## config.mk

```make
export PLATFORM = sky130hd
export DESIGN_NAME = vdp_bus_ctrl
export DESIGN_NICKNAME = d
export VERILOG_FILES = /design/src/verilog/vdp_pkg.sv /design/src/verilog/vdp_bus_ctrl.sv
export SDC_FILE = /design/constraint.sdc
export NUM_CORES = 1
export LEC_CHECK = 0
export BUFFER_PORTS_ARGS = -buffer_cell sky130_fd_sc_hd__buf_2
export CAP_MARGIN = 20
export CORE_MARGIN = 5
export CORE_UTILIZATION = 49
export DETAILED_ROUTE_END_ITERATION = 12
export PLACE_DENSITY = 0.75
export SYNTH_ARGS = -nofsm -noshare
export SYNTH_HDL_FRONTEND = slang
export SYNTH_SLANG_ARGS = --single-unit
```

## constraint.sdc

```tcl
create_clock -name clk -period 1.9 [get_ports clk]
set_input_delay 0.285 -clock clk [delete_from_list [all_inputs] [get_ports clk]]
set_output_delay 0.285 -clock clk [all_outputs]
set_load 0.01 [all_outputs]
```

## src/verilog/vdp_pkg.sv

```systemverilog
// --------------------
// shared types for the video display processor
// vram is 64K x 16 bits, palette is 256 x 12 bits
// raster counters are CNT_W bits, so a line or frame total
// must stay below 4096
// --------------------
package vdp_pkg;

    localparam int VRAM_AW = 16;        // word address, 64K words
    localparam int COLOR_W = 12;        // 4 bits each of r, g, b
    localparam int CNT_W   = 12;        // raster column / row counters

    // host register numbers
    typedef enum logic [3:0] {
        REG_ADDR     = 4'd0,            // vram word address
        REG_DATA     = 4'd1,            // vram data, read gives prefetched word
        REG_MASK     = 4'd2,            // nibble write mask in bits 3:0
        REG_PAL_ADDR = 4'd3,            // palette index
        REG_PAL_DATA = 4'd4,            // palette color, index auto-increments
        REG_CTRL     = 4'd5,            // bit 0 video enable
        REG_STATUS   = 4'd6             // bit 0 busy, bit 1 vblank
    } vdp_reg_e;

    // bus controller FSM
    typedef enum logic [2:0] {
        IDLE,
        WAIT_SLOT,                      // request held until granted
        WRITE,                          // write taken, bump address
        READ,                           // bump address before prefetch
        CAPTURE                         // latch prefetched word
    } bus_state_e;

    typedef struct packed {
        logic               sel;        // level, held until granted
        logic               wr;
        logic [3:0]         mask;       // one bit per nibble
        logic [VRAM_AW-1:0] addr;
        logic [15:0]        data;
    } vram_req_t;

    typedef struct packed {
        logic               wr;         // single cycle pulse
        logic [7:0]         index;
        logic [COLOR_W-1:0] color;
    } pal_wr_t;

    typedef struct packed {
        logic hsync;                    // active low
        logic vsync;                    // active low
        logic de;
    } sync_t;

    typedef struct packed {
        logic [3:0] red;
        logic [3:0] green;
        logic [3:0] blue;
    } rgb_t;

endpackage

```

## src/verilog/vdp_bus_ctrl.sv

```systemverilog
// --------------------
// host register interface, plain strobes with no acknowledge
// host must poll busy before the next REG_ADDR / REG_DATA access
// vram commands arriving while busy are dropped
// --------------------
`timescale 1ns/10ps

module vdp_bus_ctrl
    import vdp_pkg::*;
(
    input  logic        clk,
    input  logic        rst_i,
    input  logic        bus_cs_n_i,
    input  logic        bus_rd_nwr_i,       // 0 = write
    input  vdp_reg_e    bus_reg_num_i,
    input  logic        bus_bytesel_i,      // 0 = even (high) byte
    input  logic [7:0]  bus_data_i,
    input  logic        in_vblank_i,
    input  logic        vram_grant_i,
    input  logic [15:0] vram_rdata_i,
    output logic [7:0]  bus_data_o,
    output vram_req_t   vram_req_o,
    output pal_wr_t     pal_wr_o,
    output logic        video_ena_o
);

    bus_state_e         state;
    logic [7:0]         even_byte;          // high byte waiting for its partner
    logic [VRAM_AW-1:0] addr;
    logic [3:0]         mask;
    logic [7:0]         pal_index;
    logic [15:0]        wr_data;
    logic [15:0]        rd_data;            // prefetched word
    logic               op_wr;              // pending access is a write

    logic               wr_strobe;
    logic               rd_strobe;
    logic               commit;
    logic               busy;
    logic [15:0]        commit_word;
    logic [15:0]        reg_word;

    assign wr_strobe   = !bus_cs_n_i && !bus_rd_nwr_i;
    assign rd_strobe   = !bus_cs_n_i && bus_rd_nwr_i;
    assign commit      = wr_strobe && bus_bytesel_i;     // odd byte completes the word
    assign commit_word = {even_byte, bus_data_i};
    assign busy        = (state == WAIT_SLOT) || (state == READ);

    always_comb begin
        vram_req_o.sel  = (state == WAIT_SLOT);
        vram_req_o.wr   = op_wr;
        vram_req_o.mask = mask;
        vram_req_o.addr = addr;
        vram_req_o.data = wr_data;
    end

    // register readback mux
    always_comb begin
        case (bus_reg_num_i)
            REG_ADDR:     reg_word = 16'(addr);
            REG_DATA:     reg_word = rd_data;
            REG_MASK:     reg_word = {12'h000, mask};
            REG_PAL_ADDR: reg_word = {8'h00, pal_index};
            REG_CTRL:     reg_word = {15'h0000, video_ena_o};
            REG_STATUS:   reg_word = {14'h0000, in_vblank_i, busy};
            default:      reg_word = 16'h0000;  // palette data is write only
        endcase
    end

    always_ff @(posedge clk) begin
        if (rst_i) begin
            state       <= IDLE;
            addr        <= '0;
            mask        <= 4'h0;                // nothing written until mask set
            pal_index   <= 8'h00;
            video_ena_o <= 1'b0;
            op_wr       <= 1'b0;
            pal_wr_o    <= '0;
            bus_data_o  <= 8'h00;
        end else begin
            pal_wr_o.wr <= 1'b0;

            if (wr_strobe && !bus_bytesel_i) begin
                even_byte <= bus_data_i;
            end

            if (rd_strobe) begin
                bus_data_o <= bus_bytesel_i ? reg_word[7:0] : reg_word[15:8];
            end

            // registers outside the vram path, taken in any state
            if (commit) begin
                case (bus_reg_num_i)
                    REG_MASK:     mask <= commit_word[3:0];
                    REG_PAL_ADDR: pal_index <= commit_word[7:0];
                    REG_PAL_DATA: begin
                        pal_wr_o.wr    <= 1'b1;
                        pal_wr_o.index <= pal_index;
                        pal_wr_o.color <= commit_word[COLOR_W-1:0];
                        pal_index      <= pal_index + 8'd1;
                    end
                    REG_CTRL:     video_ena_o <= commit_word[0];
                    default: ;
                endcase
            end

            case (state)
                IDLE: begin
                    if (commit && bus_reg_num_i == REG_DATA) begin
                        wr_data <= commit_word;
                        op_wr   <= 1'b1;
                        state   <= WAIT_SLOT;
                    end else if (commit && bus_reg_num_i == REG_ADDR) begin
                        addr  <= commit_word[VRAM_AW-1:0];
                        op_wr <= 1'b0;          // prefetch from new address
                        state <= WAIT_SLOT;
                    end else if (rd_strobe && bus_bytesel_i && bus_reg_num_i == REG_DATA) begin
                        op_wr <= 1'b0;
                        state <= READ;          // word consumed, fetch the next
                    end
                end
                READ: begin
                    addr  <= addr + 1'b1;
                    state <= WAIT_SLOT;
                end
                WAIT_SLOT: begin
                    if (vram_grant_i) begin
                        state <= op_wr ? WRITE : CAPTURE;
                    end
                end
                WRITE: begin
                    addr  <= addr + 1'b1;
                    state <= IDLE;
                end
                CAPTURE: begin
                    rd_data <= vram_rdata_i;    // valid one cycle after grant
                    state   <= IDLE;
                end
                default: state <= IDLE;
            endcase
        end
    end

endmodule

```

# == Yosys cells after proc, flatten, opt, wreduce, memory -nomap -nowiden ==
# Cells that the tools add are included.
# op_classes
n_addsub,2
n_mux,16
bitwise_logic,2
eq_ne,14
reduce_logical,29
# ops
operator,n
one-hot mux 16 bit (6 select lines),1
2-to-1 mux 16 bit,2
one-hot mux 16 bit (2 select lines),1
2-to-1 mux 21 bit,1
adder 16 x 1 -> 16 bit (second input constant),1
one-hot mux 8 bit (2 select lines),1
AND reduction 2 bit,8
2-to-1 mux 3 bit,5
== test 4 x 3 -> 1 bit (second input constant),3
one-hot mux 3 bit (3 select lines),1
adder 8 x 1 -> 8 bit (second input constant),1
== test 4 x 2 -> 1 bit (second input constant),2
logical AND 1 bit,8
2-to-1 mux 8 bit,1
== test 3 x 2 -> 1 bit (second input constant),2
!= test 2 bit (second input constant),3
AND reduction 3 bit,2
== test 4 x 1 -> 1 bit (second input constant),1
logical NOT 4 bit,1
!= test 4 bit (second input constant),1
nonzero test 2 bit,2
OR reduction 2 bit,2
== test 3 x 1 -> 1 bit (second input constant),1
== test 3 bit (second input constant),1
6 further kinds,11
# totals
ff_bits,102
out_inout_bits,68

# == Longest topological paths before layout ==
# Gate-level depths: netlist of run 1.
# logic_depth
word_depth,8
ltp_mapped,7
mapped_depth_nobuf,5

# == Worst setup path before layout of run 1 ==
# OpenSTA, ideal clock, no wires.
# synth_timing
path_type,input to register
from,input port bus_reg_num_i[1]
to,register wr_data[0] (enable)
path_stages,4
path_buffers,2
setup_time_ns,0.374
arrival_ns,1.690
slack_ns,-0.164
path_cell_list,buf_2 nor4b_2 buf_2 and4_1
# synth_via
elab_chain_cells,3
# synth_lines
element,line,text
start: declaration,vdp_bus_ctrl.sv:15,"input vdp_reg_e bus_reg_num_i,"
== test 4 x 1 -> 1 bit,vdp_bus_ctrl.sv:109,if (commit && bus_reg_num_i == REG_DATA) begin
logical AND 1 bit,vdp_bus_ctrl.sv:109,
AND reduction 3 bit (no source line),-,
end signal: assignment,vdp_bus_ctrl.sv:110,wr_data <= commit_word;
end: declaration,vdp_bus_ctrl.sv:32,logic [15:0] wr_data;
# Every way passes these cells.
# A chain may end at the register's enable or synchronous reset.

# == Final worst setup path of run 1 ==
# layout_timing
from,register addr[3]
to,register addr[13]
# layout_via
elab_chain_cells,2
# layout_lines
element,line,text
start: declaration,vdp_bus_ctrl.sv:29,logic [VRAM_AW-1:0] addr;
start signal: assignment,vdp_bus_ctrl.sv:114,addr <= commit_word[VRAM_AW-1:0];
start signal: assignment,vdp_bus_ctrl.sv:123,addr <= addr + 1'b1;
start signal: assignment,vdp_bus_ctrl.sv:132,addr <= addr + 1'b1;
adder 16 x 1 -> 16 bit,"vdp_bus_ctrl.sv:123, vdp_bus_ctrl.sv:132",
one-hot mux 16 bit (2 select lines),vdp_bus_ctrl.sv:107,case (state)
# Every way passes these cells.

==> reports/qor.csv, run 1 <==
stage,metric,value,unit
sta,tns,0,ns
power,p_per_area,724.1,mW/mm^2
routing,vias,4305,
grt,track_usage,0.2313,
floorplanning,die_x,108.2,um
sta,max_clock_freq,563.9,MHz
grt,gr-total-overflow,0,
routing,drt-total-wl,13.44,mm
sta,hold_ws,0.07696,ns
synth,syn_nets,514,
final_layout,final_common_cell,buf_2,
clocking,cts-htree-levels,3,
placement,port_buffers,102,
power,p_clk_frac,0.382,
routing,wire_per_inst,18.64,um
sta,setup_viol,0,
power,comb_power_share,0.067,
final_layout,syn_to_final_growth,22.13,%
routing,drc_errors,0,
worst_setup_path,required,2.16,ns
worst_setup_path,worst-setup-path-type,flop to flop,
hold_path,holdCritStartpoint,vram_rdata_i[1],
sta,timing.final.crit_share,0.9333,
clocking,insertion_delay,0.38,ns
placement,place_congestion,0.8710,
synth,yosys_warnings,0,
placement,dp_slack,0.04066,ns
power,ir_drop,0.4165,mV
final_layout,drive_above_1_share,0.2956,
grt,grt_pass1_vias,4093,
synth,synth_cells,477,
synth,ys_ff_latch,102,
power,power_frac_seq,0.551,
sta,slew_headroom,0.6341,
sta,min_period,1.773,ns
clocking,post_cts_buffers,0,
routing,first_pass_iters,5,
final_layout,nets,624,
grt,grt_antenna_before_repair,0,
worst_setup_path,rrSetupSlack,0.13,ns
floorplanning,num_rows,35,
hold_path,hp-class,input port to flop,
power,p_leak,0.002204,uW
worst_setup_path,worstPathArrival,2.03,ns
final_layout,n_antenna_cell,0,
synth,ys_seq_area_frac,0.5174,
clocking,cts_made_buffers,9,
worst_setup_path,r2r_start,addr[3],
sta,rsz0062_at_grt,false,
floorplanning,start_util,0.5061,
sta,skew,0.01454,ns
clocking,clock_sinks,102,
synth,synth_cell_types,67,
clocking,cts.clk_slew.worst_paths,0.10,ns
routing,drt_iter0_drc,315,
clocking,cts_root_buf,clkbuf_8,
job,maxCapViolCount,0,
grt,grt_max_degree,35,
floorplanning,dieArea,0.01170,mm^2
floorplanning,io_pins,103,
clocking,cts.path.max_buffers,2,
routing,vias_per_cell,5.971,
final_layout,layout_common_cells,"buf_2 (102), nand2_1 (66), dfxtp_1 (59), edfxtp_1 (40), a21oi_1 (39)",
power,switching_power,1008,uW
synth,syn-cell-area,0.004721,mm^2
sta,drv_slew,0,
power,swShare,0.2414,
worst_setup_path,cp_max_fo,7,
synth,synth_top_area_cell,dfxtp_1,
worst_setup_path,start_kind,flop,
clocking,cts_tree,built,
sta,worst_pin_slew,0.5412,ns
synth,synthArstFlopShare,0,
floorplanning,coreArea,0.009328,mm^2
power,p_int,3167,uW
synth,avgSynthCellArea,9.897,um^2
routing,ant_nets,0,
sta,hold_viol,0,
placement,dp_hpwl,9.764,mm
floorplanning,die_h,108.2,um
synth,synth-main-ff-cell,dfxtp_1,
sta,fin_ws,0.1267,ns
outcome,status,completed,
synth,netlist_top_cells_area,"dfxtp_1 (26%), edfxtp_1 (25%), nand2_1 (5.2%), a21oi_1 (4.1%), clkbuf_1 (2.0%)",
synth,synth_edf_count,40,
grt,grt_pass1_wl,21.10,mm
worst_setup_path,endpoint_kind,flop,
synth,synth.top_cell.area_share,0.2629,
worst_setup_path,crit_start,addr[3],
-- logic make-up (layout without fill, tap and decap cells) --
family                   count (synthesis)  after routing  share of synthesized area
AND/OR/NAND/NOR                        173            173                     0.1985
adder cells (fa/ha/maj)                  2              2                   0.005300
buffers and inverters                   53            168                    0.04877
multiplexers                             8              8                    0.01749
AO/OA/AOI/OAI                          138            138                     0.2107
flip-flops                             102            102                     0.5174
XOR/XNOR                                 1              1                   0.001856
-- flip-flops by register name, summed over array words and instances, names as in the netlist --
name         flops
addr            16
pal_wr_o        21
state            3
video_ena_o      1
pal_index        8
wr_data         16
bus_data_o       8
rd_data         16
mask             4
op_wr            1
even_byte        8
-- cells in the mapped netlist, types with 3 or more instances --
| cell type | instances |
|---|---|
| nor3_1 | 8 |
| edfxtp_1 | 40 |
| nand4_1 | 9 |
| a211o_1 | 3 |
| a32oi_1 | 4 |
| buf_2 | 10 |
| a32o_1 | 6 |
| o311ai_0 | 6 |
| nand2b_1 | 7 |
| inv_1 | 13 |
| nor2_1 | 22 |
| dfxtp_1 | 62 |
| a31oi_1 | 6 |
| a22o_1 | 3 |
| a221o_1 | 6 |
| nor4_1 | 3 |
| a221oi_1 | 3 |
| and3_1 | 3 |
| a22oi_1 | 6 |
| o31ai_1 | 4 |
| o31a_1 | 4 |
| and2_0 | 3 |
| nor3b_1 | 4 |
| o211ai_1 | 4 |
| and2_1 | 5 |
| mux2i_1 | 6 |
| a21oi_1 | 39 |
| and4_1 | 3 |
| a211oi_1 | 7 |
| o32ai_1 | 7 |
| nand3_1 | 10 |
| or4_1 | 5 |
| o21ai_0 | 13 |
| clkbuf_1 | 25 |
| a311oi_1 | 4 |
| nand3b_1 | 4 |
| or3_1 | 4 |
| nand2_1 | 66 |
-- power groups by stage --
stage          Combinational [uW]  Sequential, uW  Clock [uW]
2_1_floorplan                 150            2350           0
3_3_place_gp                  265            2350           0
3_5_place_dp                  274            2350           0
4_1_cts                       276            2300        1620
5_1_grt                       300            2300        1720
6_report                      279            2300        1590
-- worst max-delay path: stages, from the launching register on --
cell	delay, ns
dfxtp_1	0.49
nand4_1	0.20
or4_1	0.59
a211oi_1	0.27
o32ai_1	0.11
-- final cells by class --
cell class	instances	area (um^2)
Timing Repair Buffer	139	813.3
Clock inverter	7	115.1
Fill cell	812	3562
Inverter	13	48.80
Clock buffer	9	123.9
Multi-Input combinational cell	322	2057
Tap cell	129	161.4
Sequential cell	102	2446
-- metrics by stage --
stage	area (um^2)	cells	util	total power, uW
after CTS	5762	721	0.6177	4198
after global routing	5766	721	0.6181	4319
after global placement	5523	705	0.5921	2616
after floorplan	4730	477	-	2500
after detailed placement	5523	705	0.5921	2625
final	5766	721	0.6181	4175
-- worst paths after layout --
path | cells after the start | endpoint
max | 4 | addr[13]
min | 1 | rd_data[1]
max reg2reg | 4 | addr[13]
min reg2reg | 2 | pal_wr_o[9]
-- layer usage --
| layer | track usage | part of all wire |
|---|---|---|
| met1 | 0.3035 | 0.42 |
| met5 | 0 | 0 |
| met3 | 0.05075 | 0.072 |
| met2 | 0.3783 | 0.48 |
| met4 | 0.08115 | 0.028 |
-- repair_timing --
| action | CTS | global route |
|---|---|---|
| hold buffers | 0 | 0 |
| setup endpoints to repair | 0 | 3 |
| gates resized for setup | 0 | 3 |
No activity file was read; power rests on OpenSTA's default activity.
==> inputs of run 2 (changes only) <==
BUFFER_PORTS_ARGS = -buffer_cell sky130_fd_sc_hd__clkbuf_2   (was -buffer_cell sky130_fd_sc_hd__buf_2)
==> reports/qor.csv, run 2 (synthesis gave the netlist of run 1 again) <==
stage,metric,value,unit,change
grt,grt_most_used_layer,met2,,
worst_setup_path,cp_max_fo,7,,unchanged
sta,max_clock_freq,571.5,MHz,+1.3%
clocking,cts.clk_slew.worst_paths,0.11,ns,about the same
sta,hold_ws,0.08150,ns,+0.004537 ns
grt,grt_antenna_before_repair,0,,unchanged
outcome,status,completed,,
worst_setup_path,cp_slowest_cell,or4_1,,
grt,grt_max_degree,35,,unchanged
clocking,cts-htree-levels,3,,unchanged
grt,grt_pass1_vias,4185,,+2.2%
final_layout,nets,638,,+2.2%
sta,rsz0062_at_grt,false,,
sta,worst_pin_slew,0.7960,ns,+0.2548 ns
sta,timing.final.crit_share,0.9210,,-0.01237
worst_setup_path,required,2.16,ns,about the same
final_layout,layout_common_cells,"clkbuf_2 (102), nand2_1 (66), dfxtp_1 (61), buf_4 (50), edfxtp_1 (40)",,
worst_setup_path,worstPathCellList,ha_1 > nand3_1 > or4_1 > a211oi_1 > o32ai_1,,
floorplanning,dieArea,0.01170,mm^2,unchanged
floorplanning,io_pins,103,,unchanged
floorplanning,num_rows,35,,unchanged
power,p_per_area,681.1,mW/mm^2,-5.9%
clocking,cts.path.max_buffers,2,,unchanged
routing,vias,4349,,+1.0%
worst_setup_path,endpoint_kind,flop,,
floorplanning,die_h,108.2,um,unchanged
routing,wire_per_inst,18.48,um,-0.86%
placement,place_congestion,0.9037,,+3.8%
clocking,cts_tree,built,,
grt,use_met2,0.3806,,+0.002220
power,p_leak,0.002215,uW,+0.49%
sta,skew,0.007167,ns,-0.007377 ns
final_layout,layout.cells.non_filler,735,,+1.9%
routing,drt-total-wl,13.58,mm,+1.1%
routing,drt_iter0_drc,349,,+11%
clocking,post_cts_buffers,0,,unchanged
worst_setup_path,worstPathArrival,2.01,ns,-0.02 ns
placement,place_inst,719,,+2.0%
grt,grt_pass1_wl,21.55,mm,+2.1%
placement,port_buffers,102,,unchanged
final_layout,drive_above_1_share,0.3086,,+0.01297
worst_setup_path,start_kind,flop,,
grt,met3_usage,0.04896,,-0.001791
sta,min_period,1.750,ns,-0.02350 ns
final_layout,utilization,0.6233,,+0.005231
routing,first_pass_iters,5,,unchanged
worst_setup_path,worst-setup-path-type,flop to flop,,
power,ir_drop,0.3275,mV,-21%
job,maxCapViolCount,0,,unchanged
sta,slew_headroom,0.4693,,-0.1648
final_layout,n_antenna_cell,0,,unchanged
floorplanning,start_util,0.5061,,unchanged
grt,gr-total-overflow,0,,unchanged
routing,ant_nets,0,,unchanged
routing,vias_per_cell,5.917,,-0.90%
hold_path,hp-class,input port to flop,,
clocking,cts_root_buf,clkbuf_8,,
power,power,3960,uW,-5.1%
placement,dp_hpwl,10.15,mm,+4.0%
grt,track_usage,0.2335,,+0.002192
floorplanning,die_x,108.2,um,unchanged
clocking,insertion_delay,0.37,ns,about the same
sta,tns,0,ns,unchanged
worst_setup_path,max_stage_delay,0.45,ns,-0.14 ns
sta,drv_slew,0,,unchanged
routing,drc_errors,0,,unchanged
sta,hold_viol,0,,unchanged
sta,setup_viol,0,,unchanged
final_layout,largest_reg_flops,21,,unchanged
clocking,clock_sinks,102,,unchanged
final_layout,regMostFlops,pal_wr_o,,
clocking,cts_made_buffers,9,,unchanged
final_layout,syn_to_final_growth,23.16,%,
final_layout,final_common_cell,clkbuf_2,,
grt,grt_use_met1,0.3149,,+0.01141
floorplanning,coreArea,0.009328,mm^2,unchanged
run 2: repair_timing:
action	4_1_cts	5_1_grt
resized for setup	0	1
endpoints found under the setup margin	0	2
hold buffers	0	0
run 2: cell type report:
| cell class | count | area (um^2) |
|---|---|---|
| clock inverters | 7 | 73.82 |
| clock buffers | 9 | 123.9 |
| well taps | 129 | 161.4 |
| repair buffers | 153 | 905.9 |
| fillers | 798 | 3513 |
| inverters | 13 | 48.80 |
| multi-input cells | 322 | 2057 |
| flip-flops and latches | 102 | 2444 |
run 2: through the flow:
| step | area (um^2) | setup slack (ns) |
|---|---|---|
| finish | 5814 | 0.1502 |
| global route | 5814 | 0.001377 |
| CTS | 5813 | 0.04235 |
| detailed placement | 5615 | 0.03295 |
| global placement | 5615 | 0.1033 |
| floorplan | 4730 | 0.07950 |
run 2: path summary, 6_finish.rpt:
path         cells past startpoint  slack (ns)            start      endpoint
min reg2reg                      2        0.46     pal_wr_o[18]  pal_wr_o[18]
max                              5        0.15          addr[1]      addr[14]
max reg2reg                      5        0.15          addr[1]      addr[14]
min                              1        0.08  vram_rdata_i[8]    rd_data[8]
run 2: metal layers:
layer	part of all wire	wire, um
met3	0.081	1094
met4	0.018	244
met1	0.42	5685
met5	0	0
met2	0.48	6557
run 2: critical path, delay by kind of cell (launching register included):
kind                     cells  cell delay (ns)
AND/OR/NAND/NOR              2             0.59
flip-flops                   1             0.43
AO/OA/AOI/OAI                2             0.38
adder cells (fa/ha/maj)      1             0.23
run 2: power breakdown:
group	total, uW	switching [uW]	internal, uW
combinational	285	173	112
sequential	2300	14.9	2280
clock	1380	855	521
==> inputs of run 3 (changes only) <==
CORE_ASPECT_RATIO = 0.5   (was not set)
==> reports/qor.csv, run 3 (synthesis gave the netlist of run 1 again) <==
stage,metric,value,unit,change
outcome,status,completed,,
final_layout,drive_above_1_share,0.2983,,-0.01025
routing,drt_iter0_drc,443,,+27%
final_layout,final_common_cell,clkbuf_2,,
grt,grt_max_degree,58,,+66%
sta,fin_ws,0.07919,ns,-0.07098 ns
grt,grt_antenna_before_repair,0,,unchanged
floorplanning,io_pins,103,,unchanged
worst_setup_path,cp_slowest_cell,dfxtp_1,,
power,p_per_area,758.6,mW/mm^2,+11%
clocking,cts.clk_slew.worst_paths,0.07,ns,-0.04 ns
power,p_leak,0.002247,uW,+1.4%
hold_path,hp-class,input port to flop,,
floorplanning,die_h,79.41,um,-27%
clocking,cts_root_buf,clkbuf_16,,
clocking,clock_sinks,102,,unchanged
floorplanning,die_x,148.8,um,+38%
worst_setup_path,endpoint_kind,flop,,
clocking,hold_buffers,0,,unchanged
job,maxCapViolCount,0,,unchanged
hold_path,hold_path_depth,1,,unchanged
floorplanning,dieArea,0.01182,mm^2,+1.0%
power,ir_drop,0.4638,mV,+42%
sta,worst_pin_slew,0.7966,ns,+0.0005990 ns
grt,grt_pass1_vias,3922,,-6.3%
worst_setup_path,critPathBufInv,0,,unchanged
sta,setup_viol,0,,unchanged
grt,grt_pass1_wl,21.59,mm,+0.19%
sta,rsz0062_at_grt,false,,
clocking,post_cts_buffers,0,,unchanged
sta,drv_slew,0,,unchanged
clocking,insertion_delay,0.35,ns,-0.02 ns
worst_setup_path,worstPathCellList,ha_1 > nand3_1 > or4_1 > a211oi_1 > o32ai_1,,
clocking,cts-htree-levels,3,,unchanged
final_layout,utilization,0.6274,,+0.004035
routing,wire_per_inst,18.61,um,+0.71%
placement,dp_slack,0.06891,ns,+0.03596 ns
worst_setup_path,cp.depth,5,,unchanged
sta,slew_headroom,0.4689,,about the same
final_layout,syn_to_final_growth,25.13,%,
worst_setup_path,reg2reg_depth,5,,unchanged
floorplanning,coreArea,0.009415,mm^2,+0.94%
routing,ant_nets,0,,unchanged
worst_setup_path,worstPathArrival,2.05,ns,+0.04 ns
worst_setup_path,max_stage_delay,0.47,ns,+0.02 ns
worst_setup_path,crit_family,simple AND/OR/NAND/NOR gates,,
routing,vias,4266,,-1.9%
routing,vias_per_cell,5.804,,-1.9%
final_layout,nets,632,,-0.94%
final_layout,largest_reg_flops,21,,unchanged
final_layout,nFillCells,782,,-2.0%
final_layout,n_antenna_cell,0,,unchanged
clocking,cts.repair.resized,0,,unchanged
routing,first_pass_iters,5,,unchanged
final_layout,regMostFlops,pal_wr_o,,
sta,hold_ws,0.1035,ns,+0.02199 ns
sta,timing.final.crit_share,0.9583,,+0.03736
clocking,cts.path.max_buffers,2,,unchanged
worst_setup_path,cp_max_fo,7,,unchanged
sta,tns,0,ns,unchanged
grt,track_usage,0.2365,,+0.002983
sta,max_clock_freq,549.2,MHz,-3.9%
worst_setup_path,required,2.12,ns,-0.04 ns
floorplanning,num_rows,25,,-29%
routing,drc_errors,0,,unchanged
sta,min_period,1.821,ns,+0.07098 ns
sta,skew,0.008772,ns,+0.001605 ns
worst_setup_path,start_kind,flop,,
clocking,cts_made_buffers,9,,unchanged
placement,place_congestion,0.9053,,+0.18%
clocking,cts_tree,built,,
routing,drt-total-wl,13.68,mm,+0.71%
placement,port_buffers,102,,unchanged
placement,dp_hpwl,9.966,mm,-1.8%
sta,hold_viol,0,,unchanged
final_layout,layout_common_cells,"clkbuf_2 (102), nand2_1 (66), dfxtp_1 (62), buf_4 (42), edfxtp_1 (40)",,
worst_setup_path,worst-setup-path-type,flop to flop,,
floorplanning,start_util,0.5014,,-0.004708
grt,gr-total-overflow,0,,unchanged
run 3: worst reg2reg max path, cell delays in order, from the launching register on:
cell and delay [ns]:
dfxtp_1 0.47, ha_1 0.26, nand3_1 0.16, or4_1 0.45
a211oi_1 0.25, o32ai_1 0.11
run 3: path summary, 6_finish.rpt:
path / slack, ns / to / start
worst max register to register: 0.08 / addr[14] / addr[1]
worst min register to register: 0.46 / wr_data[13] / even_byte[5]
worst min-delay path: 0.10 / rd_data[0] / vram_rdata_i[0]
worst max-delay path: 0.08 / addr[14] / addr[1]
run 3: layout make-up:
cell class              instances  area, um^2  area share
flip-flops and latches        102        2442      0.4135
multi-input cells             322        2057      0.3482
repair buffers                147       885.9      0.1500
well taps                     135       168.9     0.02860
clock buffers                  10       229.0     0.03876
clock inverters                 6       75.07     0.01271
inverters                      13       48.80    0.008261
run 3: report_power, final:
part	leakage (uW)	switching, uW	internal, uW
registers	0.000860	15.9	2280
logic	0.00124	176	112
clock network	0.000151	845	1050
run 3: stage by stage:
step | instance area (um^2) | power (uW) | cells
after floorplan | 4730 | 2500 | 477
after global placement | 5603 | 2629 | 719
after detailed placement | 5603 | 2634 | 719
after CTS | 5907 | 4528 | 735
after global routing | 5907 | 4646 | 735
final | 5907 | 4481 | 735
run 3: layer usage:
metal  GRT usage  wire [um]  vias to the layer above  part of all wire
li1            -          -                     2038                 -
met1      0.3453       6424                     2017              0.47
met2      0.3400       5776                      188              0.42
met3     0.06012       1193                       23             0.087
met4     0.08311        285                        0             0.021
met5           0          0                        -                 0
